===== src/rtl/cpuPkg.sv =====
`default_nettype none

package cpuPkg;

    localparam int dataWidth     = 64;
    localparam int instWidth     = 32;
    localparam int regCount      = 32;
    localparam int regIndexWidth = 5;
    localparam int opcodeWidth   = 11;
    localparam int shiftWidth    = $clog2(dataWidth);
    localparam int adderLevels   = $clog2(dataWidth);

    // XZR
    localparam logic [regIndexWidth-1:0] zeroReg = 5'd31;

    // One instruction word in bytes
    localparam logic [instWidth-1:0] pcStep = 32'd4;

    // R-format
    localparam logic [opcodeWidth-1:0] opAdd  = 11'b10001011000;
    localparam logic [opcodeWidth-1:0] opSub  = 11'b11001011000;
    localparam logic [opcodeWidth-1:0] opAnd  = 11'b10001010000;
    localparam logic [opcodeWidth-1:0] opOrr  = 11'b10101010000;
    localparam logic [opcodeWidth-1:0] opEor  = 11'b11001010000;
    localparam logic [opcodeWidth-1:0] opLsl  = 11'b11010011011;
    localparam logic [opcodeWidth-1:0] opLsr  = 11'b11010011010;

    // I-format, only the top ten bits are significant
    localparam logic [opcodeWidth-1:0] opAddi = 11'b10010001000;
    localparam logic [opcodeWidth-1:0] opSubi = 11'b11010001000;
    localparam logic [opcodeWidth-1:0] opAndi = 11'b10010010000;
    localparam logic [opcodeWidth-1:0] opOrri = 11'b10110010000;
    localparam logic [opcodeWidth-1:0] opEori = 11'b11010010000;

    // D-format
    localparam logic [opcodeWidth-1:0] opLdur = 11'b11111000010;
    localparam logic [opcodeWidth-1:0] opStur = 11'b11111000000;

    typedef enum logic [2:0] {
        aluAdd,
        aluSub,
        aluAnd,
        aluOrr,
        aluEor,
        aluLsl,
        aluLsr
    } aluOpT;

    typedef struct packed {
        logic                     valid;
        aluOpT                    aluOp;
        logic                     useImm;
        logic                     memRead;
        logic                     memWrite;
        logic                     regWrite;
        logic [regIndexWidth-1:0] rd;
        logic [dataWidth-1:0]     a;
        logic [dataWidth-1:0]     b;
        logic [dataWidth-1:0]     storeData;
        logic [dataWidth-1:0]     imm;
    } idExT;

    typedef struct packed {
        logic                     valid;
        logic                     memRead;
        logic                     memWrite;
        logic                     regWrite;
        logic [regIndexWidth-1:0] rd;
        logic [dataWidth-1:0]     result;
        logic [dataWidth-1:0]     storeData;
    } exMemT;

    typedef struct packed {
        logic                     regWrite;
        logic [regIndexWidth-1:0] rd;
        logic [dataWidth-1:0]     value;
    } memWbT;

endpackage

`default_nettype wire


===== src/rtl/instructionDecoder.sv =====
`timescale 1ns/100ps
`default_nettype none

module instructionDecoder
(
    input  logic [cpuPkg::instWidth-1:0]     inst,
    output logic                             valid,
    output cpuPkg::aluOpT                    aluOp,
    output logic                             useImm,
    output logic                             memRead,
    output logic                             memWrite,
    output logic                             regWrite,
    output logic [cpuPkg::regIndexWidth-1:0] rn,
    output logic [cpuPkg::regIndexWidth-1:0] rm,
    output logic [cpuPkg::regIndexWidth-1:0] rd,
    output logic [cpuPkg::dataWidth-1:0]     imm
);
    import cpuPkg::*;

    logic [opcodeWidth-1:0] opcode;

    assign opcode = inst[31:21];
    assign rn     = inst[9:5];
    assign rd     = inst[4:0];

    // STUR reads rt on the second port
    assign rm = (opcode == opStur) ? inst[4:0] : inst[20:16];

    always_comb
    begin
        valid    = 1'b1;
        aluOp    = aluAdd;
        useImm   = 1'b0;
        memRead  = 1'b0;
        memWrite = 1'b0;
        regWrite = 1'b1;
        // Shift amount unless a format below overrides it
        imm      = {{(dataWidth-6){1'b0}}, inst[15:10]};
        case (opcode)
            opAdd: aluOp = aluAdd;
            opSub: aluOp = aluSub;
            opAnd: aluOp = aluAnd;
            opOrr: aluOp = aluOrr;
            opEor: aluOp = aluEor;
            opLsl:
            begin
                aluOp  = aluLsl;
                useImm = 1'b1;
            end
            opLsr:
            begin
                aluOp  = aluLsr;
                useImm = 1'b1;
            end
            opLdur:
            begin
                useImm  = 1'b1;
                memRead = 1'b1;
                imm     = {{(dataWidth-9){inst[20]}}, inst[20:12]};
            end
            opStur:
            begin
                useImm   = 1'b1;
                memWrite = 1'b1;
                regWrite = 1'b0;
                imm      = {{(dataWidth-9){inst[20]}}, inst[20:12]};
            end
            default:
            begin
                // I-format, bit 21 belongs to the immediate
                useImm = 1'b1;
                imm    = {{(dataWidth-12){1'b0}}, inst[21:10]};
                case (opcode[10:1])
                    opAddi[10:1]: aluOp = aluAdd;
                    opSubi[10:1]: aluOp = aluSub;
                    opAndi[10:1]: aluOp = aluAnd;
                    opOrri[10:1]: aluOp = aluOrr;
                    opEori[10:1]: aluOp = aluEor;
                    default:
                    begin
                        // Bubble
                        valid    = 1'b0;
                        regWrite = 1'b0;
                    end
                endcase
            end
        endcase
    end

endmodule

`default_nettype wire


===== config.mk =====
export PLATFORM = sky130hd
export DESIGN_NAME = instructionDecoder
export DESIGN_NICKNAME = d
export VERILOG_FILES = /design/src/rtl/cpuPkg.sv /design/src/rtl/instructionDecoder.sv
export SDC_FILE = /design/constraint.sdc
export NUM_CORES = 1
export LEC_CHECK = 0
export ABC_AREA = 1
export BUFFER_PORTS_ARGS = -buffer_cell sky130_fd_sc_hd__buf_2
export CORE_MARGIN = 2
export CORE_UTILIZATION = 40
export DETAILED_ROUTE_END_ITERATION = 8
export PLACE_DENSITY_LB_ADDON = 0.12
export SYNTH_ARGS = -nofsm -noshare
export SYNTH_HDL_FRONTEND = slang
export SYNTH_SLANG_ARGS = --single-unit

===== constraint.sdc =====
create_clock -name vclk -period 6.6
set_clock_uncertainty 0.2 [all_clocks]
set_input_delay 0.33 -clock vclk [all_inputs]
set_output_delay 0.33 -clock vclk [all_outputs]
set_load 0.02 [all_outputs]

==> flow_summary_export.csv <==
group,metric,value,unit
run_status,status,"completed",
die,dieArea,3290,sq um
flow_run,drv_cap,0,
routing,drt_first_pass_iters,4,
setup_path,critPathBufInv,3,
timing,slew_headroom,21.6,%
timing,max_freq,0.341,GHz
synthesis,ys_top_cells_by_count,"61 x buf_4, 47 x nand2_1, 19 x inv_1",
timing,hold_slack,0.460,ns
grt,antenna_found_initial,0,
layout,seq_area,0,sq um
synthesis,yosysMostFrequentCell,"buf_4",
layout,drive_gt1_share,54.5,%
synthesis,synth_cells,197,
synthesis,yosysUniqueCellTypes,25,
synthesis,synth_nets,229,
layout,n_sequential_cell,0,
die,die_h,57.4,um
timing,final-setup-viol-count,0,
timing,hold_viol,0,
timing,rsz0062_at_grt,"no",
power_and_ir_drop,power.density,38.7,nW/um^2
die,io_pins,119,
die,placementRows,19,
placement,numPortBuffers,109,
placement,placed_area,1250,sq um
worst_hold_path,min_path_type,"input pin to output port",
setup_path,cpLargestDelayFamily,"simple AND/OR/NAND/NOR gates",
placement,gp_congestion,0.800,
layout,final_cells,275,
clocking,postCtsSetupRepairBufs,0,
timing,post-route-period-util,44.4,%
die,chipWidth,57.4,um
grt,grt_pass1_wl,3940,um
routing,ant_nets,0,
grt,grt_max_degree,53,
timing,worst_pin_slew,1.17,ns
timing,setup_tns,0,ns
grt,grt_pass1_vias,901,
synthesis,ys_top_cells_by_area,"buf_4 40%, nand2_1 15%, inv_1 6.3%, nor2_1 5.6%, nand3_1 4.8%",
placement,hpwl,2330,um
die,initial_core_util,41.7,%
setup_path,end_kind,"output port",
placement,pre_cts_slack,3.60,ns
setup_path,path_common_cell,"buf_2",
power_and_ir_drop,power_leakage,0.939,nW
routing,vias_per_cell,4.33,
timing,fin_ws,3.67,ns
setup_path,setup.worst_path.start_class,"input pin",
routing,drt_iter0_markers,53,
layout,syn_to_final_growth,10.1,%
layout,finalNetCount,278,
setup_path,cp_max_fo,52,
layout,fin_util,45.9,%
synthesis,netlist.area_leader.share,40.2,%
synthesis,ys_seq_area_share,0,%
grt,overflow,0,
die,core-area,2730,sq um
layout,diodes,0,
setup_path,crit_slowest_cell,"nor2_2",
setup_path,path_cells,"buf_2 > inv_1 > nand2_4 > nor3_1 > nand3_2 > nor2_2 > buf_2",
clocking,cts.repair.resized,0,
setup_path,cpPeakStageDelay,0.97,ns
layout,clockBufferCount,0,
timing,fin_crit,2.93,ns
synthesis,synth.avg_cell_area,5.79,sq um
routing,vias,1192,
grt,grt_use_total,14.2,%
routing,wl_per_cell,9.68,um
power_and_ir_drop,peakVddDrop,0.0000300,V
setup_path,required,6.07,ns
layout,num-fill-cells,301,
routing,wl,2660,um
placement,place_inst,275,
routing,drc,0,
setup_path,crit_type,"input pin to output port",
clocking,cts_hold_buf,0,
synthesis,syn-cell-area,1140,sq um
synthesis,synth_top_cell_by_area,"buf_4",
synthesis,yosys_warnings,0,
power_and_ir_drop,finalPower,0.0486,mW
layout,stdcell_area,1250,sq um
setup_path,worstPathArrival,2.40,ns
timing,finalMaxSlewViolations,0,
-- worst paths after layout --
kind / start / to / slack [ns] / cells after the start
worst min-delay path: inst[6] / rn[1] / 0.46 / 0
worst max-delay path: inst[23] / imm[37] / 3.67 / 7
-- metal layers --
| metal | share of wire [%] | global-route usage (%) |
|---|---|---|
| met1 | 39 | 17.6 |
| met2 | 51 | 28.1 |
| met3 | 9.6 | 0.680 |
| met4 | 0 | 0.332 |
| met5 | 0 | 0 |
-- layout make-up --
| class | count | area, sq um | area share [%] |
|---|---|---|---|
| inverter | 24 | 90.1 | 7.18 |
| timing repair buffer | 109 | 546 | 43.5 |
| multi-input combinational | 111 | 581 | 46.3 |
| tap | 31 | 38.8 | 3.09 |
-- power breakdown --
part           total (mW)  switching (mW)  internal (mW)
registers               0               0              0
clock network           0               0              0
logic              0.0486          0.0316         0.0170
total              0.0486          0.0316         0.0170
-- layout by cell type (no fill, tap or decap), drive strengths merged --
cell / synthesis / final
o2111ai: 2 / 2
o21ai: 8 / 8
inv: 24 / 24
nand4: 2 / 2
buf: 62 / 109
nor4: 2 / 2
and3: 1 / 1
nor2: 22 / 22
a31oi: 1 / 1
or2: 1 / 1
nand3: 14 / 14
nand2: 54 / 54
nor3: 4 / 4
-- cell families (layout without fill, tap and decap cells) --
family / Yosys count / after routing / share of synthesized area [%]
AOI/OAI and AO/OA: 11 / 11 / 5.93
buffers and inverters: 86 / 133 / 49.1
and+or+nand+nor: 100 / 100 / 45.0
Note: power is estimated with default switching activity, not from simulation.
