===== src/rtl/cpuPkg.sv =====
`default_nettype none

package cpuPkg;

    localparam int dataWidth     = 64;
    localparam int instWidth     = 32;
    localparam int regCount      = 32;
    localparam int regIndexWidth = 5;
    localparam int opcodeWidth   = 11;
    localparam int shiftWidth    = $clog2(dataWidth);
    localparam int adderLevels   = $clog2(dataWidth);

    // XZR
    localparam logic [regIndexWidth-1:0] zeroReg = 5'd31;

    // One instruction word in bytes
    localparam logic [instWidth-1:0] pcStep = 32'd4;

    // R-format
    localparam logic [opcodeWidth-1:0] opAdd  = 11'b10001011000;
    localparam logic [opcodeWidth-1:0] opSub  = 11'b11001011000;
    localparam logic [opcodeWidth-1:0] opAnd  = 11'b10001010000;
    localparam logic [opcodeWidth-1:0] opOrr  = 11'b10101010000;
    localparam logic [opcodeWidth-1:0] opEor  = 11'b11001010000;
    localparam logic [opcodeWidth-1:0] opLsl  = 11'b11010011011;
    localparam logic [opcodeWidth-1:0] opLsr  = 11'b11010011010;

    // I-format, only the top ten bits are significant
    localparam logic [opcodeWidth-1:0] opAddi = 11'b10010001000;
    localparam logic [opcodeWidth-1:0] opSubi = 11'b11010001000;
    localparam logic [opcodeWidth-1:0] opAndi = 11'b10010010000;
    localparam logic [opcodeWidth-1:0] opOrri = 11'b10110010000;
    localparam logic [opcodeWidth-1:0] opEori = 11'b11010010000;

    // D-format
    localparam logic [opcodeWidth-1:0] opLdur = 11'b11111000010;
    localparam logic [opcodeWidth-1:0] opStur = 11'b11111000000;

    typedef enum logic [2:0] {
        aluAdd,
        aluSub,
        aluAnd,
        aluOrr,
        aluEor,
        aluLsl,
        aluLsr
    } aluOpT;

    typedef struct packed {
        logic                     valid;
        aluOpT                    aluOp;
        logic                     useImm;
        logic                     memRead;
        logic                     memWrite;
        logic                     regWrite;
        logic [regIndexWidth-1:0] rd;
        logic [dataWidth-1:0]     a;
        logic [dataWidth-1:0]     b;
        logic [dataWidth-1:0]     storeData;
        logic [dataWidth-1:0]     imm;
    } idExT;

    typedef struct packed {
        logic                     valid;
        logic                     memRead;
        logic                     memWrite;
        logic                     regWrite;
        logic [regIndexWidth-1:0] rd;
        logic [dataWidth-1:0]     result;
        logic [dataWidth-1:0]     storeData;
    } exMemT;

    typedef struct packed {
        logic                     regWrite;
        logic [regIndexWidth-1:0] rd;
        logic [dataWidth-1:0]     value;
    } memWbT;

endpackage

`default_nettype wire


===== src/rtl/alu.sv =====
`timescale 1ns/100ps
`default_nettype none

module alu
(
    input  cpuPkg::aluOpT                aluOp,
    input  logic [cpuPkg::dataWidth-1:0] a,
    input  logic [cpuPkg::dataWidth-1:0] b,
    output logic [cpuPkg::dataWidth-1:0] result
);
    import cpuPkg::*;

    logic                  subtract;
    logic [dataWidth-1:0]  addend;
    logic [dataWidth-1:0]  sum;
    logic [shiftWidth-1:0] shiftAmount;

    // Subtract as a + ~b + 1
    assign subtract    = (aluOp == aluSub);
    assign addend      = subtract ? ~b : b;
    assign shiftAmount = b[shiftWidth-1:0];

    lookaheadAdder adder_i
    (
        .a       (a),
        .b       (addend),
        .carryIn (subtract),
        .sum     (sum)
    );

    always_comb
    begin
        case (aluOp)
            aluAdd,
            aluSub: result = sum;
            aluAnd: result = a & b;
            aluOrr: result = a | b;
            aluEor: result = a ^ b;
            aluLsl: result = a << shiftAmount;
            aluLsr: result = a >> shiftAmount;
            default: result = '0;
        endcase
    end

endmodule

`default_nettype wire


===== src/rtl/lookaheadAdder.sv =====
`timescale 1ns/100ps
`default_nettype none

module lookaheadAdder
(
    input  logic [cpuPkg::dataWidth-1:0] a,
    input  logic [cpuPkg::dataWidth-1:0] b,
    input  logic                         carryIn,
    output logic [cpuPkg::dataWidth-1:0] sum
);
    import cpuPkg::*;

    // Level 0 is the bit cells, every later level doubles the group span
    wire [adderLevels:0][dataWidth-1:0] gen;
    wire [adderLevels:0][dataWidth-1:0] prop;
    wire [dataWidth-1:0]                carry;

    assign prop[0] = a ^ b;
    // Carry-in folded into the bit 0 generate
    assign gen[0]  = (a & b) | {{(dataWidth-1){1'b0}}, prop[0][0] & carryIn};

    for (genvar lvl = 1; lvl <= adderLevels; lvl++)
    begin : gLevel
        for (genvar i = 0; i < dataWidth; i++)
        begin : gBit
            if (i >= (1 << (lvl - 1)))
            begin : gMerge
                assign gen[lvl][i]  = gen[lvl-1][i] |
                                      (prop[lvl-1][i] & gen[lvl-1][i-(1 << (lvl-1))]);
                assign prop[lvl][i] = prop[lvl-1][i] & prop[lvl-1][i-(1 << (lvl-1))];
            end
            else
            begin : gPass
                // Group already reaches bit 0
                assign gen[lvl][i]  = gen[lvl-1][i];
                assign prop[lvl][i] = prop[lvl-1][i];
            end
        end
    end

    // Group generate through bit i is the carry into bit i+1
    assign carry = {gen[adderLevels][dataWidth-2:0], carryIn};
    assign sum   = prop[0] ^ carry;

endmodule

`default_nettype wire


===== config.mk =====
export PLATFORM = sky130hd
export DESIGN_NAME = alu
export DESIGN_NICKNAME = d
export VERILOG_FILES = /design/src/rtl/cpuPkg.sv /design/src/rtl/alu.sv /design/src/rtl/lookaheadAdder.sv
export SDC_FILE = /design/constraint.sdc
export NUM_CORES = 1
export LEC_CHECK = 0
export BUFFER_PORTS_ARGS = -buffer_cell sky130_fd_sc_hd__buf_2
export CAP_MARGIN = 20
export CORE_ASPECT_RATIO = 1.25
export CORE_MARGIN = 2
export CORE_UTILIZATION = 45
export DETAILED_ROUTE_END_ITERATION = 7
export PLACE_DENSITY = 0.72
export SLEW_MARGIN = 0
export SYNTH_ARGS = -nofsm -noshare
export SYNTH_HDL_FRONTEND = slang
export SYNTH_SLANG_ARGS = --single-unit

===== constraint.sdc =====
create_clock -name vclk -period 9
set_input_delay 1.35 -clock vclk [all_inputs]
set_output_delay 1.35 -clock vclk [all_outputs]
set_load 0.005 [all_outputs]

==> results.txt <==
Initial antenna violation count: 8
Area Overhead vs Synth: 7.58%
Run status: finished, final reports clean
Busiest grt layer: met2
Fin crit period: 7.54 ns
Largest net degree at the start of global routing: 169
Fin cells: 2,749
Layout cells sized above 1: 0.132
Multi-input logic area: 14,100 sq um
Post-Route WL: 85,500 microns
Fin. Hold Viols: 0
Arr. time, crit path: 6.19 ns
Commonest cells after routing, fill and taps aside: 265 x nor2_1, 214 x o21ai_0, 210 x mux2i_1, 197 x ha_1, 193 x buf_2
Routed length per instance: 31.1 microns
Fmax: 0.133 GHz
Final-report setup violation count: 0
Vias in the first global route: 18,000
Critical path endpoint category: output port
Post-synthesis sequential area ratio: 0
Final period util: 0.838
DR iter-0 viols: 2,907
Syn avg cell area: 6.76 sq um
CTS Hold Bufs: 0
GR Layer Usage met1: 0.607
Congestion Overflow GR: 0
WHS: 3.42 ns
Slew headroom: 0.258
Syn Nets: 2,602
I/O pins: 195
Top delay family on crit path: simple AND/OR/NAND/NOR gates
Met3 usage: 0.129
CP Class: in -> out
Unrepaired setup endpoints after global routing: false
Setup bufs post-CTS: 0
Nets@finish: 2,656
Fin util: 0.492
Slowest CP cell: or4b_2
Slew Viols, Final: 0
Maxcap violations: 0
CP cell instances: buf_2, nor2_1, and2_4, buf_4, xnor2_1, ha_1, a21o_1, a21o_1, a21oi_1, o21bai_1, a21oi_1, o21ai_0, or4b_2, a311oi_1, mux2i_1, nand3_1, buf_2
Full die area: 35,600 sq um
Synth warnings: 0
FP Rows: 75
Worst Path Max Fanout: 35
CP bufs+invs: 3
TritonRoute pass-1 iters: 6
FF+latch count: 0
Yosys top cell area share: 0.160
Startpoint Class: primary input
Yosys cell types: 70
Average vias per placed instance: 6.94
# fillers: 3,546
Post-route setup TNS: 0 ns
HP Class: in -> out
Placer Congestion: 1.10
Gate Count Post-Synth: 2,273
Die Y: 211 microns
Seq. cell area: 0 sq um
Drt drc: 0
Commonest non-fill, non-tap cell in the layout: nor2_1
Clock buffer count: 0
CP max stage delay: 0.71 ns
GRT Resource Usage Total: 0.460
Post-route ant nets: 0
Starting Density: 0.457
DP Wirelength: 69,100 microns
Yosys top cell by area: ha_1
Via Count: 19,100
Tightest Pin Transition: 1.11 ns
Die X: 169 microns
Grt met2 use: 0.699
WP data required: 7.65 ns
Cells after DPL: 2,748
Area contributors post-synth: ha_1 16%, mux2i_1 14%, o21ai_0 7.0%, nor2_1 6.5%, a21oi_1 5.4%
Core area: 33,600 sq um
Post-cts repair resize count: 0
First-pass GRT wire length: 121,000 microns
Input/output buffers: 195
Post-synthesis cell area: 15,400 sq um
==> through the flow <==
step	worst slack [ns]	cell area, sq um
2_1_floorplan	2.27	15400
3_3_place_gp	1.60	16500
3_5_place_dp	1.52	16500
4_1_cts	1.49	16500
5_1_grt	1.27	16500
6_report	1.46	16500
==> synthesized netlist by cell type (7+ instances only) <==
library cell and n:
nand2b_1 46, o221ai_1 25, and2_1 8, mux2i_1 210, o22ai_1 55, xor2_1 16
nor2_1 266, a221oi_1 28, o21a_1 13, nor2b_1 11, o21bai_1 15, or3_1 8
a21o_1 31, a221o_1 8, xnor2_1 93, mux4_2 34, nor3_1 35, mux2_2 18
o2111ai_1 11, nand2_1 161, a22oi_1 69, a21oi_1 167, ha_1 197, nand4_1 26
a31oi_1 18, inv_1 145, o211ai_1 32, and3_1 7, a211o_1 11, nand3_1 27
o311ai_0 8, clkbuf_1 142, a211oi_1 19, buf_1 36, o21ai_0 215
==> final timing paths <==
path / start / to / slack, ns / cells after the start
max: aluOp[1] / result[60] / 1.46 / 17
min: b[7] / result[7] / 3.42 / 7
==> area by class of cell <==
class / instances / share of cell area
multi-input cells: 1944 / 0.856
repair buffers: 232 / 0.0777
inverters: 149 / 0.0342
well taps: 423 / 0.0320
diodes: 1 / 0.000151
==> tightest hold or removal path, cell delays in order <==
cell      delay, ns
buf_2          0.09
ha_1           0.13
a22oi_1        0.06
o221ai_1       0.16
a221oi_1       0.06
o21ai_0        0.08
buf_2          0.12
==> logic make-up after synthesis <==
logic type | synth area share
buffers and inverters | 0.0810
AOI/OAI and AO/OA | 0.316
adders and majority gates | 0.162
and+or+nand+nor | 0.179
xor gates and xnor gates | 0.0622
muxes | 0.200
==> routing by layer <==
layer	share of wire	up-vias
met1	0.40	9101
met3	0.12	241
met2	0.42	1295
li1	-	8446
met4	0.056	6
met5	0.00046	-
