### config.mk
export PLATFORM = sky130hd
export DESIGN_NAME = registerFile
export DESIGN_NICKNAME = d
export VERILOG_FILES = /design/src/rtl/cpuPkg.sv /design/src/rtl/registerFile.sv
export SDC_FILE = /design/constraint.sdc
export NUM_CORES = 2
export LEC_CHECK = 0
export BUFFER_PORTS_ARGS = -buffer_cell sky130_fd_sc_hd__clkbuf_2
export CELL_PAD_IN_SITES_DETAIL_PLACEMENT = 0
export CELL_PAD_IN_SITES_GLOBAL_PLACEMENT = 1
export CORE_ASPECT_RATIO = 0.5
export CORE_MARGIN = 1
export CORE_UTILIZATION = 50
export CTS_BUF_LIST = sky130_fd_sc_hd__clkbuf_2
export CTS_CLUSTER_SIZE = 10
export DETAILED_ROUTE_END_ITERATION = 8
export PLACE_DENSITY_LB_ADDON = 0.25
export SYNTH_ARGS = -nofsm -noshare
export SYNTH_HDL_FRONTEND = slang
export SYNTH_SLANG_ARGS = --single-unit
export TNS_END_PERCENT = 50
### constraint.sdc
create_clock -name clk -period 4.95 [get_ports clk]
set_clock_uncertainty 0.2 [all_clocks]
set_input_delay 0.2475 -clock clk [delete_from_list [all_inputs] [get_ports clk]]
set_output_delay 0.2475 -clock clk [all_outputs]
set_load 0.03 [all_outputs]
### src/rtl/cpuPkg.sv
`default_nettype none

package cpuPkg;

    localparam int dataWidth     = 64;
    localparam int instWidth     = 32;
    localparam int regCount      = 32;
    localparam int regIndexWidth = 5;
    localparam int opcodeWidth   = 11;
    localparam int shiftWidth    = $clog2(dataWidth);
    localparam int adderLevels   = $clog2(dataWidth);

    // XZR
    localparam logic [regIndexWidth-1:0] zeroReg = 5'd31;

    // One instruction word in bytes
    localparam logic [instWidth-1:0] pcStep = 32'd4;

    // R-format
    localparam logic [opcodeWidth-1:0] opAdd  = 11'b10001011000;
    localparam logic [opcodeWidth-1:0] opSub  = 11'b11001011000;
    localparam logic [opcodeWidth-1:0] opAnd  = 11'b10001010000;
    localparam logic [opcodeWidth-1:0] opOrr  = 11'b10101010000;
    localparam logic [opcodeWidth-1:0] opEor  = 11'b11001010000;
    localparam logic [opcodeWidth-1:0] opLsl  = 11'b11010011011;
    localparam logic [opcodeWidth-1:0] opLsr  = 11'b11010011010;

    // I-format, only the top ten bits are significant
    localparam logic [opcodeWidth-1:0] opAddi = 11'b10010001000;
    localparam logic [opcodeWidth-1:0] opSubi = 11'b11010001000;
    localparam logic [opcodeWidth-1:0] opAndi = 11'b10010010000;
    localparam logic [opcodeWidth-1:0] opOrri = 11'b10110010000;
    localparam logic [opcodeWidth-1:0] opEori = 11'b11010010000;

    // D-format
    localparam logic [opcodeWidth-1:0] opLdur = 11'b11111000010;
    localparam logic [opcodeWidth-1:0] opStur = 11'b11111000000;

    typedef enum logic [2:0] {
        aluAdd,
        aluSub,
        aluAnd,
        aluOrr,
        aluEor,
        aluLsl,
        aluLsr
    } aluOpT;

    typedef struct packed {
        logic                     valid;
        aluOpT                    aluOp;
        logic                     useImm;
        logic                     memRead;
        logic                     memWrite;
        logic                     regWrite;
        logic [regIndexWidth-1:0] rd;
        logic [dataWidth-1:0]     a;
        logic [dataWidth-1:0]     b;
        logic [dataWidth-1:0]     storeData;
        logic [dataWidth-1:0]     imm;
    } idExT;

    typedef struct packed {
        logic                     valid;
        logic                     memRead;
        logic                     memWrite;
        logic                     regWrite;
        logic [regIndexWidth-1:0] rd;
        logic [dataWidth-1:0]     result;
        logic [dataWidth-1:0]     storeData;
    } exMemT;

    typedef struct packed {
        logic                     regWrite;
        logic [regIndexWidth-1:0] rd;
        logic [dataWidth-1:0]     value;
    } memWbT;

endpackage

`default_nettype wire

### src/rtl/registerFile.sv
`timescale 1ns/100ps
`default_nettype none

module registerFile
(
    input  logic                             clk,
    input  logic [cpuPkg::regIndexWidth-1:0] readA,
    input  logic [cpuPkg::regIndexWidth-1:0] readB,
    output logic [cpuPkg::dataWidth-1:0]     dataA,
    output logic [cpuPkg::dataWidth-1:0]     dataB,
    input  logic                             writeEnable,
    input  logic [cpuPkg::regIndexWidth-1:0] writeIndex,
    input  logic [cpuPkg::dataWidth-1:0]     writeData
);
    import cpuPkg::*;

    // XZR has no storage
    logic [dataWidth-1:0] regs [0:regCount-2];
    logic                 writeLive;

    assign writeLive = writeEnable && (writeIndex != zeroReg);

    always_ff @(posedge clk)
    begin
        if (writeLive)
        begin
            regs[writeIndex] <= writeData;
        end
    end

    // Write-back data is visible to ID in the same cycle
    assign dataA = (readA == zeroReg) ? '0 :
                   (writeLive && (readA == writeIndex)) ? writeData : regs[readA];
    assign dataB = (readB == zeroReg) ? '0 :
                   (writeLive && (readB == writeIndex)) ? writeData : regs[readB];

endmodule

`default_nettype wire

==> results.tsv <==
stage	metric	value	unit
synthesis	post-synthesis adder-cell area fraction	0	%
sta	Final Max Tran Viols	0	
finish	commonest non-fill, non-tap cell in the layout	edfxtp_1	
detailed_routing	Initial DRT Pass Iterations	8	
synthesis	post-synthesis sequential area ratio	64.3	%
global_routing	gr usage total	34.3	%
setup_path	CP bufs+invs	5	
sta	Max Clock Freq	205	MHz
clock_network	TritonCTS Buffers	445	
setup_path	Crit-path slowest cell	o21a_4	
sta	TNS Setup	0	ns
floorplanning	die area	0.187	mm²
synthesis	Yosys warnings	0	
setup_path	CP endpoint kind	output port	
global_routing	vias in the first global route	60275	
pwr	VDD IR max	0.165	mV
sta	final cycle utilization of the critical path	98.4	%
clock_network	CTS Buffer Depth	4	
pwr	P_leak	33.4	nW
clock_network	CTS sink count	1984	
finish	most frequent cells in the layout	1984 x edfxtp_1, 846 x clkbuf_2, 803 x mux4_2	
sta	Period minus WS final	4.87	ns
clock_network	CTS tree	yes	
clock_network	clock-pin slew on the worst setup and hold paths	0.11	ns
detailed_routing	initial DRC count	10235	
finish	Biggest register	regs	
clock_network	Setup Fix Bufs, Post-CTS	0	
setup_path	CP Data Arrival Time	4.42	ns
placement	DP HPWL	172	mm
synthesis	Synth Area in Compound Gates	7.15	%
detailed_routing	routed vias/inst	7.15	
finish	synthesis-to-layout area growth	11.0	%
floorplanning	Die X	611	µm
pwr	Tot Pwr	0.0332	W
global_routing	global route total overflow	0	
global_routing	first-pass GRT wire length	450	mm
clock_network	CTS Root Cell	clkbuf_2	
synthesis	Synth area leaders	edfxtp_1 64%, mux4_2 20%, mux2i_1 3.2%	
min_path	hold crit path type	in2reg	
setup_path	max incr delay on CP	0.85	ns
finish	biggest regs	regs x1984	
finish	layout cell share with drive strength beyond 1	34.0	%
clock_network	H-tree depth	5	
floorplanning	Initial Util	50.4	%
min_path	WHS Path Cells	4	
finish	Nets	5688	
placement	Cells after DPL	7503	
finish	fill count	14402	
setup_path	crit path cell chain	dlygate4sd3_1 -> clkbuf_2 -> dlygate4sd3_1 -> nand3_1 -> o211ai_1 -> o21a_4 -> buf_4 -> a32o_1 -> clkbuf_2	
synthesis	post-synthesis async set-or-reset flop share	0	%
setup_path	Top delay family on crit path	buffers and inverters	
synthesis	Post-synth EDFFs	1984	
synthesis	Simple-Gate Fraction of Synth Area	2.57	%
synthesis	main flop type after synthesis	edfxtp_1	
min_path	end of the worst hold path	regs[6][17]	
detailed_routing	Routed Antenna Nets	0	
detailed_routing	vias	60228	
placement	RePlAce Congestion	0.839	
synthesis	Synth Area in XOR/XNOR	0.0946	%
sta	final worst slack	0.0797	ns
setup_path	Setup Crit Path Kind	in2out	
synthesis	cell taking the most area after synthesis	edfxtp_1	
synthesis	Syn Area/Cell	18.4	µm²
floorplanning	Die Span Y	306	µm
floorplanning	I/O Pins	209	
sta	Final Setup Violations	0	
sta	Worst-Margin Slew	1.33	ns
setup_path	CP Depth	9	
sta	relative slew slack	9.93	%
placement	port bufs	208	
setup_path	crit path launch type	input pin	
detailed_routing	DRC Markers	0	
setup_path	CP required	4.50	ns
job	max-capacitance violation count	0	
detailed_routing	Routed WL	325	mm
min_path	hold_sp	writeEnable	
sta	RSZ-0062 raised after global routing	false	
global_routing	largest net degree at the start of global routing	128	
floorplanning	# rows	111	
synthesis	largest family of logic cells by synthesized area	multiplexers	
synthesis	top cell type's share of synthesized area	64.3	%
synthesis	post-synthesis register bit count	1984	
placement	pre-CTS setup slack	0.997	ns
global_routing	antenna violations before repair	8	
finish	number of flip-flops in the largest register	1984	
detailed_routing	WL per Instance	38.5	µm
synthesis	synthesized area	0.0926	mm²
pwr	Pwr per Cell Area	323	mW/mm²
setup_path	CP Max Fanout	30	
sta	final hold violations	0	
synthesis	mux contribution to synthesized area	23.6	%
floorplanning	core footprint	0.184	mm²
synthesis	synthesized netlist cell count	5028	
synthesis	Yosys cell types	60	
status	status	completed	
finish	non-filler cells in the finished layout	8427	
synthesis	syn_nets	5109	
tightest hold or removal path, cell delays in order:
cell and delay (ns):
dlygate4sd3_1 0.53, clkbuf_2 0.16, nand3b_1 0.66, nor2_4 0.21
cell families (layout without fill, tap and decap cells):
logic type / Yosys count / count (layout)
XOR/XNOR: 10 / 10
buffers and inverters: 428 / 1335
AND/OR/NAND/NOR: 515 / 516
other: 0 / 5
multiplexers: 1162 / 1162
flip-flops: 1984 / 1984
AO/OA/AOI/OAI: 929 / 929
per-layer routing:
metal / part of all wire (%) / vias up / track usage, %
met5: 0.022 / - / 0
met4: 4.2 / 10 / 13.4
met3: 14 / 846 / 9.69
met2: 45 / 4941 / 52.0
met1: 37 / 31393 / 47.3
li1: - / 23038 / -
cell usage after synthesis (5+ instances only):
cell type	n
a221o_1	12
and2_1	10
nor2_1	107
a32oi_1	6
a211oi_1	106
buf_4	41
o211ai_1	52
mux4_2	803
o32a_1	16
mux4_1	6
edfxtp_1	1984
a31oi_1	10
nor4_1	13
a221oi_1	19
nor2b_1	53
mux2i_1	299
buf_2	122
clkbuf_1	200
nand3_1	31
a211o_1	13
buf_6	19
nand4_1	7
o21ai_0	133
nand3b_1	12
nor3_1	18
o31a_1	7
a21oi_1	101
xnor2_1	10
a32o_1	61
o22ai_1	104
or3b_2	6
a22o_1	47
o22a_1	5
buf_1	37
mux2_2	54
nand2_1	216
nand2b_1	25
or2_0	6
a22oi_1	208
inv_1	6
final cells by class:
class                      instances  area, µm²  share of cell area (%)
sequential                      1984      59600                    58.0
inverter                           8       35.0                  0.0341
antenna                            5       12.5                  0.0122
timing repair buffer             551       4750                    4.62
tap                             2486       3110                    3.03
multi-input combinational       2617      31300                    30.5
clock inverter                   130        712                   0.693
clock buffer                     646       3230                    3.15
worst max-delay path by stage:
| stage | to | startpoint |
|---|---|---|
| 2_1_floorplan | regs[12][0] | writeIndex[0] |
| 3_3_place_gp | dataB[8] | readB[0] |
| 3_5_place_dp | dataB[8] | readB[0] |
| 4_1_cts | dataB[52] | writeIndex[3] |
| 5_1_grt | dataA[0] | writeIndex[3] |
| 6_report | dataA[37] | writeIndex[3] |
where the power goes:
part | internal [W] | switching, W | leakage, nW | total [W]
Sequential | 0.0187 | 0.0000859 | 17.9 | 0.0188
Clock | 0.00384 | 0.00672 | 3.01 | 0.0106
Combinational | 0.00141 | 0.00246 | 12.6 | 0.00387
Total | 0.0239 | 0.00926 | 33.4 | 0.0332
metrics by stage:
stage / util (%) / instance area (µm²) / hold slack [ns]
2_1_floorplan: - / 92600 / 0.146
3_3_place_gp: 53.0 / 97300 / 0.639
3_5_place_dp: 53.0 / 97300 / 0.694
4_1_cts: 55.9 / 103000 / 0.0515
5_1_grt: 55.9 / 103000 / 0.146
6_report: 56.0 / 103000 / 0.184
repair_timing:
item / CTS / global route
hold buffers: 142 / 0
gates resized for setup: 0 / 3
setup endpoints to repair: 0 / 2
endpoints found under the hold margin: 3968 / 0
(Power assumes the default switching activity.)
