File: src/rtl/cpuPkg.sv
`default_nettype none

package cpuPkg;

    localparam int dataWidth     = 64;
    localparam int instWidth     = 32;
    localparam int regCount      = 32;
    localparam int regIndexWidth = 5;
    localparam int opcodeWidth   = 11;
    localparam int shiftWidth    = $clog2(dataWidth);
    localparam int adderLevels   = $clog2(dataWidth);

    // XZR
    localparam logic [regIndexWidth-1:0] zeroReg = 5'd31;

    // One instruction word in bytes
    localparam logic [instWidth-1:0] pcStep = 32'd4;

    // R-format
    localparam logic [opcodeWidth-1:0] opAdd  = 11'b10001011000;
    localparam logic [opcodeWidth-1:0] opSub  = 11'b11001011000;
    localparam logic [opcodeWidth-1:0] opAnd  = 11'b10001010000;
    localparam logic [opcodeWidth-1:0] opOrr  = 11'b10101010000;
    localparam logic [opcodeWidth-1:0] opEor  = 11'b11001010000;
    localparam logic [opcodeWidth-1:0] opLsl  = 11'b11010011011;
    localparam logic [opcodeWidth-1:0] opLsr  = 11'b11010011010;

    // I-format, only the top ten bits are significant
    localparam logic [opcodeWidth-1:0] opAddi = 11'b10010001000;
    localparam logic [opcodeWidth-1:0] opSubi = 11'b11010001000;
    localparam logic [opcodeWidth-1:0] opAndi = 11'b10010010000;
    localparam logic [opcodeWidth-1:0] opOrri = 11'b10110010000;
    localparam logic [opcodeWidth-1:0] opEori = 11'b11010010000;

    // D-format
    localparam logic [opcodeWidth-1:0] opLdur = 11'b11111000010;
    localparam logic [opcodeWidth-1:0] opStur = 11'b11111000000;

    typedef enum logic [2:0] {
        aluAdd,
        aluSub,
        aluAnd,
        aluOrr,
        aluEor,
        aluLsl,
        aluLsr
    } aluOpT;

    typedef struct packed {
        logic                     valid;
        aluOpT                    aluOp;
        logic                     useImm;
        logic                     memRead;
        logic                     memWrite;
        logic                     regWrite;
        logic [regIndexWidth-1:0] rd;
        logic [dataWidth-1:0]     a;
        logic [dataWidth-1:0]     b;
        logic [dataWidth-1:0]     storeData;
        logic [dataWidth-1:0]     imm;
    } idExT;

    typedef struct packed {
        logic                     valid;
        logic                     memRead;
        logic                     memWrite;
        logic                     regWrite;
        logic [regIndexWidth-1:0] rd;
        logic [dataWidth-1:0]     result;
        logic [dataWidth-1:0]     storeData;
    } exMemT;

    typedef struct packed {
        logic                     regWrite;
        logic [regIndexWidth-1:0] rd;
        logic [dataWidth-1:0]     value;
    } memWbT;

endpackage

`default_nettype wire

File: src/rtl/programCounter.sv
`timescale 1ns/100ps
`default_nettype none

module programCounter
(
    input  logic                         clk,
    input  logic                         reset,
    output logic [cpuPkg::instWidth-1:0] pc
);
    import cpuPkg::*;

    // Straight-line fetch, no branch target
    always_ff @(posedge clk)
    begin
        if (reset)
        begin
            pc <= '0;
        end
        else
        begin
            pc <= pc + pcStep;
        end
    end

endmodule

`default_nettype wire

File: config.mk
export PLATFORM = sky130hd
export DESIGN_NAME = programCounter
export DESIGN_NICKNAME = d
export VERILOG_FILES = /design/src/rtl/cpuPkg.sv /design/src/rtl/programCounter.sv
export SDC_FILE = /design/constraint.sdc
export NUM_CORES = 1
export LEC_CHECK = 0
export BUFFER_PORTS_ARGS = -buffer_cell sky130_fd_sc_hd__buf_2
export CAP_MARGIN = 5
export CORE_MARGIN = 10
export CORE_UTILIZATION = 59
export CTS_BUF_LIST = sky130_fd_sc_hd__clkbuf_8
export DETAILED_ROUTE_END_ITERATION = 8
export PLACE_DENSITY = 0.95
export SETUP_SLACK_MARGIN = 0.5
export SLEW_MARGIN = 20
export SYNTH_ARGS = -nofsm -noshare
export SYNTH_HDL_FRONTEND = slang
export SYNTH_SLANG_ARGS = --single-unit
File: constraint.sdc
create_clock -name clk -period 3.47 [get_ports clk]
set_input_delay 0.347 -clock clk [delete_from_list [all_inputs] [get_ports clk]]
set_output_delay 0.347 -clock clk [all_outputs]
set_load 0.005 [all_outputs]
==> results.md, run 1 <==
- Worst setup EP type: register
- Worst-path clk slew: 0.07 ns
- Core area: 2280 µm²
- Setup CP Type: reg2reg
- Max Cap Viol: 0
- Fin crit share: 0.543
- R2R Path Start: pc[2]$_SDFF_PP0_
- Area of the multi-input gates: 782 µm²
- Share of layout cells above drive strength 1: 0.207
- Synth warnings: 0
- First-pass DRT Iterations: 4
- IO Count: 34
- FF+latch area: 601 µm²
- CP startpoint kind: register
- First-pass GRT wire length: 6480 µm
- Unique cell type count in the Yosys netlist: 30
- Setup bufs post-CTS: 0
- Post-Route Skew: 0.00684 ns
- Avg Cell Area, Syn: 8.60 µm²
- H-tree levels: 2
- Post-route minimum period: 1.88 ns
- Post-Synthesis Cell Area: 1450 µm²
- Syn-to-layout area delta: 18.8%
- Routability Congestion: 0.922
- IO Port Bufs: 31
- Number of global-route vias before repair: 1382
- Grt met3 use: 0.0670
- Grt met1 use: 0.166
- Design area: 1730 µm²
- PD cells: 468 nW/µm²
- Worst-Margin Slew: 0.531 ns
- WL final: 3760 µm
- Worst EP required: 3.69 ns
- Clock buffer count from CTS: 5
- Sequential area share after synthesis: 0.413
- Slew Limit Fails: 0
- Seq cells post-synth: 30
- Placed inst area: 1580 µm²
- Tot GR Track Use: 0.159
- GR Layer Usage met2: 0.264
- Worst Hold Class: reg2reg
- Fmax: 531 MHz
- Antenna cell count: 0
- WL/cell: 16.6 µm
- Post-cts sizing count: 0
- Crit path from: pc[2]$_SDFF_PP0_
- Top fanout value on the critical path: 8
- Grt total ovfl: 0
- Final Hold Viols: 0
- Min-delay src: pc[2]$_SDFF_PP0_
- Status: complete, no violations
- Filler instances: 156
- Initial Utilization: 0.639
- RSZ-0062 raised after global routing: no
- Antenna violations before repair: 0
- Die area: 4850 µm²
- P_leak: 0.696 nW
- Via count: 1377
- Root Buffer: clkbuf_8
- Std cell rows: 17
- Iteration-0 DRC Markers: 104
- Max-slew headroom: 0.646
- DRC violation count after routing: 0
- CTS max path bufs: 2
- Fin Setup TNS: 0 ns
- CTS tree: done
- Largest net degree at the start of global routing: 32
- Global routing's busiest layer: met2
- Max reg flops: 30
- Cells after Synth: 169
- Top flop regs: pc x30
- Fin nets: 200
- DIE HEIGHT: 69.6 µm
- Crit path DAT: 2.10 ns
- Final ANT Viol Nets: 0
- Vias per cell: 6.09
- CTS Hold Bufs: 0
- CTS Sinks: 30
- # setup viols final: 0
- DP Wirelength: 2730 µm
- Biggest register: pc
- Clock latency on the worst-skew pair: 0.29 ns
- Die width: 69.6 µm
- Worst vdd ir: 530 µV
==> worst paths after layout <==
check             depth (start not counted)  slack [ns]                 to
setup / recovery                          5        1.59  pc[18]$_SDFF_PP0_
hold / removal                            1        0.48   pc[2]$_SDFF_PP0_
setup reg to reg                          5        1.59  pc[18]$_SDFF_PP0_
hold reg to reg                           1        0.48   pc[2]$_SDFF_PP0_
==> through the flow <==
step / setup slack (ns) / total power [W] / std cells / util / hold slack [ns]
floorplan: 1.81 / 0.000369 / 170 / - / 0.451
global placement: 1.75 / 0.000373 / 218 / 0.696 / 0.451
detailed placement: 1.62 / 0.000374 / 218 / 0.696 / 0.464
CTS: 1.61 / 0.000813 / 226 / 0.759 / 0.489
global route: 1.45 / 0.000830 / 226 / 0.759 / 0.518
finish: 1.59 / 0.000808 / 226 / 0.759 / 0.485
==> layout by cell type, fill, tap and decap left out, drive strengths merged <==
cell    count
dfxtp      30
and3        3
or4         5
conb        2
a21oi      14
nor2       14
nor3        3
nor4        1
xor2        9
o21ba       1
mux2        1
or3         9
nand3      12
nor2b       2
clkbuf      6
and4        9
nand4      11
ha          1
nand2       8
and2        3
bufinv      2
buf        31
xnor2       3
inv         3
o31ai       5
o21ai       9
o21a        1
==> report_power, final <==
part           switching [W]  internal (W)
sequential        0.00000376      0.000347
combinational     0.00000994    0.00000550
clock               0.000136      0.000306
total               0.000149      0.000659
==> routing by layer <==
metal,share of wire,routed length [µm],vias up
met1,0.41,1540,648
met4,0.026,99,0
met5,0,0,-
li1,-,-,672
met2,0.49,1850,48
met3,0.071,267,9
==> critical path, cell delays in order (launching register included) <==
cell,delay [ns]
dfxtp_1,0.39
ha_1,0.25
and4_1,0.34
nand4_1,0.28
or3_1,0.40
a21oi_1,0.16
==> final cells by class <==
class                   instances  share of cell area
inverters                       3             0.00652
repair buffers                 31              0.0899
flip-flops and latches         30               0.348
multi-input cells             126               0.453
clock inverters                 2              0.0348
well taps                      28              0.0203
clock buffers                   6              0.0478
==> synth_stat cells <==
cell type | number | area (µm²)
buf_2 | 3 | 15.0
or3_1 | 9 | 56.3
or4_1 | 5 | 37.5
o21ai_0 | 6 | 30.0
dfxtp_1 | 30 | 601
nand4_1 | 10 | 62.6
nor3_1 | 3 | 15.0
o21ai_1 | 3 | 15.0
inv_1 | 3 | 11.3
ha_1 | 1 | 12.5
clkbuf_1 | 3 | 11.3
nand3_1 | 11 | 55.1
nand3_2 | 1 | 10.0
xor2_1 | 9 | 78.8
o21a_1 | 1 | 7.51
nor2b_1 | 2 | 12.5
nor2_1 | 14 | 52.6
nand4_4 | 1 | 21.3
nor4_1 | 1 | 6.26
mux2_1 | 1 | 11.3
and4_1 | 9 | 78.8
buf_4 | 5 | 37.5
o21ba_1 | 1 | 10.0
conb_1 | 1 | 3.75
o31ai_1 | 5 | 37.5
xnor2_1 | 3 | 26.3
a21oi_1 | 14 | 70.1
and3_1 | 3 | 18.8
nand2_1 | 8 | 30.0
and2_1 | 3 | 18.8
==> cells by family (layout without fill, tap and decap cells) <==
logic type	count (synthesis)	after routing	synth area share
and+or+nand+nor	80	80	0.327
AOI/OAI and AO/OA	30	30	0.117
DFF	30	30	0.413
buffers and inverters	14	42	0.0516
xor gates and xnor gates	12	12	0.0723
adders and majority gates	1	1	0.00860
other	1	2	0.00258
muxes	1	1	0.00774
No activity file was read; power rests on OpenSTA's default activity.
==> run 2: changes to the inputs <==
ABC_AREA = 1   (was unset)
CORE_UTILIZATION = 50   (was 59)
PLACE_DENSITY = 0.87   (was 0.95)
clock period = 1.5 ns   (was 3.47 ns; I/O delays follow)
==> run 2 against run 1 <==
  * Routed wire length grew 17%
  * Clock-buffer cell count fell by 1
  * Synthesized cell count is 39% higher
  * Synthesized area grew 5.4%
  * Via count rose by 21%
  * Worst setup slack worse by 1.4 ns
  * Utilization down 4.3 points
==> results.md, run 2 <==
- Status: complete, no violations (unchanged)
- Die area: 5680 µm² (was 4850 µm²)
- Post-route minimum period: 1.28 ns (was 1.88 ns)
- CP startpoint kind: register (unchanged)
- Top flop regs: pc x30 (unchanged)
- Share of layout cells above drive strength 1: 0.437 (was 0.207)
- CTS Sinks: 30 (unchanged)
- Filler instances: 223 (was 156)
- Clock buffer count from CTS: 5 (unchanged)
- Commonest non-fill, non-tap cells in the layout: 51 x nand2_1, 51 x nor2_1, 30 x buf_2, 15 x inv_1, 15 x a21oi_1 (was 31 x buf_2, 30 x dfxtp_1, 14 x nor2_1, 14 x a21oi_1, 11 x nand3_1)
- GR Layer Usage met2: 0.250 (was 0.264)
- Std cell rows: 20 (was 17)
- Sequential share of power: 0.534 (was 0.434)
- WL final: 4410 µm (was 3760 µm)
- Setup CP Type: reg2reg (unchanged)
- P_leak: 0.922 nW (was 0.696 nW)
- Final Hold Viols: 0 (unchanged)
- Fin nets: 286 (was 200)
- Final hold slack: 0.137 ns (was 0.485 ns)
- Placed inst area: 1800 µm² (was 1580 µm²)
- Clock Power Share: 0.415 (was 0.547)
- First-pass GRT wire length: 6600 µm (was 6480 µm)
- Fmax: 779 MHz (was 531 MHz)
- # setup viols final: 0 (unchanged)
- Worst-path clk slew: 0.07 ns (about the same)
- Worst EP required: 1.68 ns (was 3.69 ns)
- IO Port Bufs: 31 (unchanged)
- Largest net degree at the start of global routing: 16 (was 32)
- Grt met1 use: 0.174 (was 0.166)
- Antenna cell count: 0 (unchanged)
- Via count: 1667 (was 1377)
- First-pass DRT Iterations: 4 (unchanged)
- H-tree levels: 2 (unchanged)
- Synth warnings: 0 (unchanged)
- Worst setup margin: 0.217 ns (was 1.59 ns)
- Iteration-0 DRC Markers: 153 (was 104)
- Biggest register: pc (unchanged)
- Root Buffer: clkbuf_8 (unchanged)
- Worst Hold Class: in2reg (was reg2reg)
- Synth top area share: 0.392 (was 0.413)
- Pint: 0.00113 W (was 0.000659 W)
- Net Sw Frac: 0.241 (was 0.185)
- CTS tree: done (unchanged)
- Post-synth EDFFs: 0 (unchanged)
- Vias per cell: 5.26 (was 6.09)
- Sequential area share after synthesis: 0.392 (was 0.413)
- Setup WS pre-CTS: 0.226 ns (was 1.62 ns)
- Cell taking the most area after synthesis: dfxtp_1 (unchanged)
- PD cells: 693 nW/µm² (was 468 nW/µm²)
- Die width: 75.4 µm (was 69.6 µm)
- Fin crit share: 0.855 (was 0.543)
- DIE HEIGHT: 75.4 µm (was 69.6 µm)
- Tot GR Track Use: 0.152 (was 0.159)
- Slew Limit Fails: 0 (unchanged)
- Unique cell type count in the Yosys netlist: 22 (was 30)
- Post-synth top cells: 64 x nor2_1, 61 x nand2_1, 30 x dfxtp_1 (was 30 x dfxtp_1, 14 x a21oi_1, 14 x nor2_1)
- Worst setup EP type: register (unchanged)
- Grt total ovfl: 0 (unchanged)
- Net load switching power: 0.000359 W (was 0.000149 W)
- WL/cell: 13.9 µm (was 16.6 µm)
- Top_reg_cell synth: dfxtp_1 (unchanged)
- Antenna violations before repair: 0 (unchanged)
- Seq cells post-synth: 30 (unchanged)
- Final ANT Viol Nets: 0 (unchanged)
- Initial Utilization: 0.510 (was 0.639)
- Top fanout value on the critical path: 7 (was 8)
- Count leader, synth: nor2_1 (was dfxtp_1)
- Core area: 3000 µm² (was 2280 µm²)
- Clock latency on the worst-skew pair: 0.29 ns (about the same)
- CTS Hold Bufs: 0 (unchanged)
- Max reg flops: 30 (unchanged)
- Max Cap Viol: 0 (unchanged)
- Fin Setup TNS: 0 ns (unchanged)
- DP Wirelength: 2930 µm (was 2730 µm)
- Fraction of registers with async set/reset: 0 (unchanged)
- Cells after Synth: 235 (was 169)
- Synth top area cells: dfxtp_1 39%, nor2_1 16%, nand2_1 15%, a21oi_1 4.9%, nand3_1 4.6% (was dfxtp_1 41%, and4_1 5.4%, xor2_1 5.4%, a21oi_1 4.8%, nand4_1 4.3%)
- Post-Route Skew: 0.0103 ns (was 0.00684 ns)
- DRC violation count after routing: 0 (unchanged)
- Syn-to-layout area delta: 40.2% (was 18.8%)
- Logic pwr share: 0.051 (was 0.019)
- Design area: 2150 µm² (was 1730 µm²)
- Avg Cell Area, Syn: 6.52 µm² (was 8.60 µm²)
- Grt met3 use: 0.0534 (was 0.0670)
- Number of global-route vias before repair: 1486 (was 1382)
- Global routing's busiest layer: met2 (unchanged)
- Worst vdd ir: 604 µV (was 530 µV)
- RSZ-0062 raised after global routing: yes (was no)
- Crit path DAT: 1.46 ns (was 2.10 ns)
- Post-Synthesis Cell Area: 1530 µm² (was 1450 µm²)
- Routability Congestion: 0.868 (was 0.922)
- CTS max path bufs: 2 (unchanged)
- IO Count: 34 (unchanged)
## run 2: cell types whose count changed after synthesis, moves of 9 or more
cell / before / now
nand2_1: 8 / 61
nor2_1: 14 / 64
inv_1: 3 / 16
nand4_1: 10 / 0
and4_1: 9 / 0
or3_1: 9 / 0
## run 2: power by group through the flow
| stage | Combinational (W) | Clock [W] | Sequential [W] |
|---|---|---|---|
| global route | 0.0000852 | 0.000672 | 0.000796 |
| global placement | 0.0000553 | 0 | 0.000829 |
| CTS | 0.0000723 | 0.000628 | 0.000808 |
| finish | 0.0000765 | 0.000618 | 0.000795 |
| floorplan | 0.0000419 | 0 | 0.000830 |
| detailed placement | 0.0000563 | 0 | 0.000831 |
## run 2: cell type report
| type | instances | area (µm²) | share of cell area |
|---|---|---|---|
| tap | 33 | 41.3 | 0.0192 |
| sequential | 30 | 666 | 0.310 |
| multi-input combinational | 185 | 1020 | 0.474 |
| inverter | 16 | 60.1 | 0.0279 |
| clock inverter | 3 | 12.5 | 0.00582 |
| clock buffer | 5 | 68.8 | 0.0320 |
| timing repair buffer | 45 | 282 | 0.131 |
## run 2: final timing paths
check / endpoint / slack, ns / cells after the start / from
hold reg to reg: pc[6]$_SDFF_PP0_ / 0.52 / 1 / pc[6]$_SDFF_PP0_
hold / removal: pc[2]$_SDFF_PP0_ / 0.14 / 2 / reset
setup / recovery: pc[15]$_SDFF_PP0_ / 0.22 / 7 / pc[3]$_SDFF_PP0_
setup reg to reg: pc[15]$_SDFF_PP0_ / 0.22 / 7 / pc[3]$_SDFF_PP0_
## run 2: critical path: stages, from the launching register on
cell	delay, ns
dfxtp_4	0.37
buf_4	0.12
nand2_4	0.05
nor2_4	0.13
nand2_2	0.10
nor2_4	0.21
a21o_1	0.17
nor2_1	0.04
## run 2: cells by family after synthesis
| family | share of synthesized area |
|---|---|
| fa+ha+maj | 0.00816 |
| compound gates | 0.0784 |
| other cells | 0.00245 |
| simple gates | 0.438 |
| xor+xnor | 0.0229 |
| flops | 0.392 |
| buf+inv | 0.0580 |
## run 2: timing repair
item	in CTS	in global routing
setup buffers	10	2
setup endpoints to repair	26	39
pin swaps	14	11
gates resized for setup	18	38
## run 2: through the flow
step	instances	util	total power, W
2_1_floorplan	236	-	0.000872
3_3_place_gp	297	0.599	0.000885
3_5_place_dp	297	0.599	0.000887
4_1_cts	315	0.668	0.00151
5_1_grt	317	0.716	0.00155
6_report	317	0.716	0.00149
## run 2: routing by layer
| layer | wire length (µm) | part of all wire |
|---|---|---|
| met5 | 0 | 0 |
| met3 | 331 | 0.075 |
| met2 | 2180 | 0.49 |
| met4 | 91 | 0.021 |
| met1 | 1800 | 0.41 |
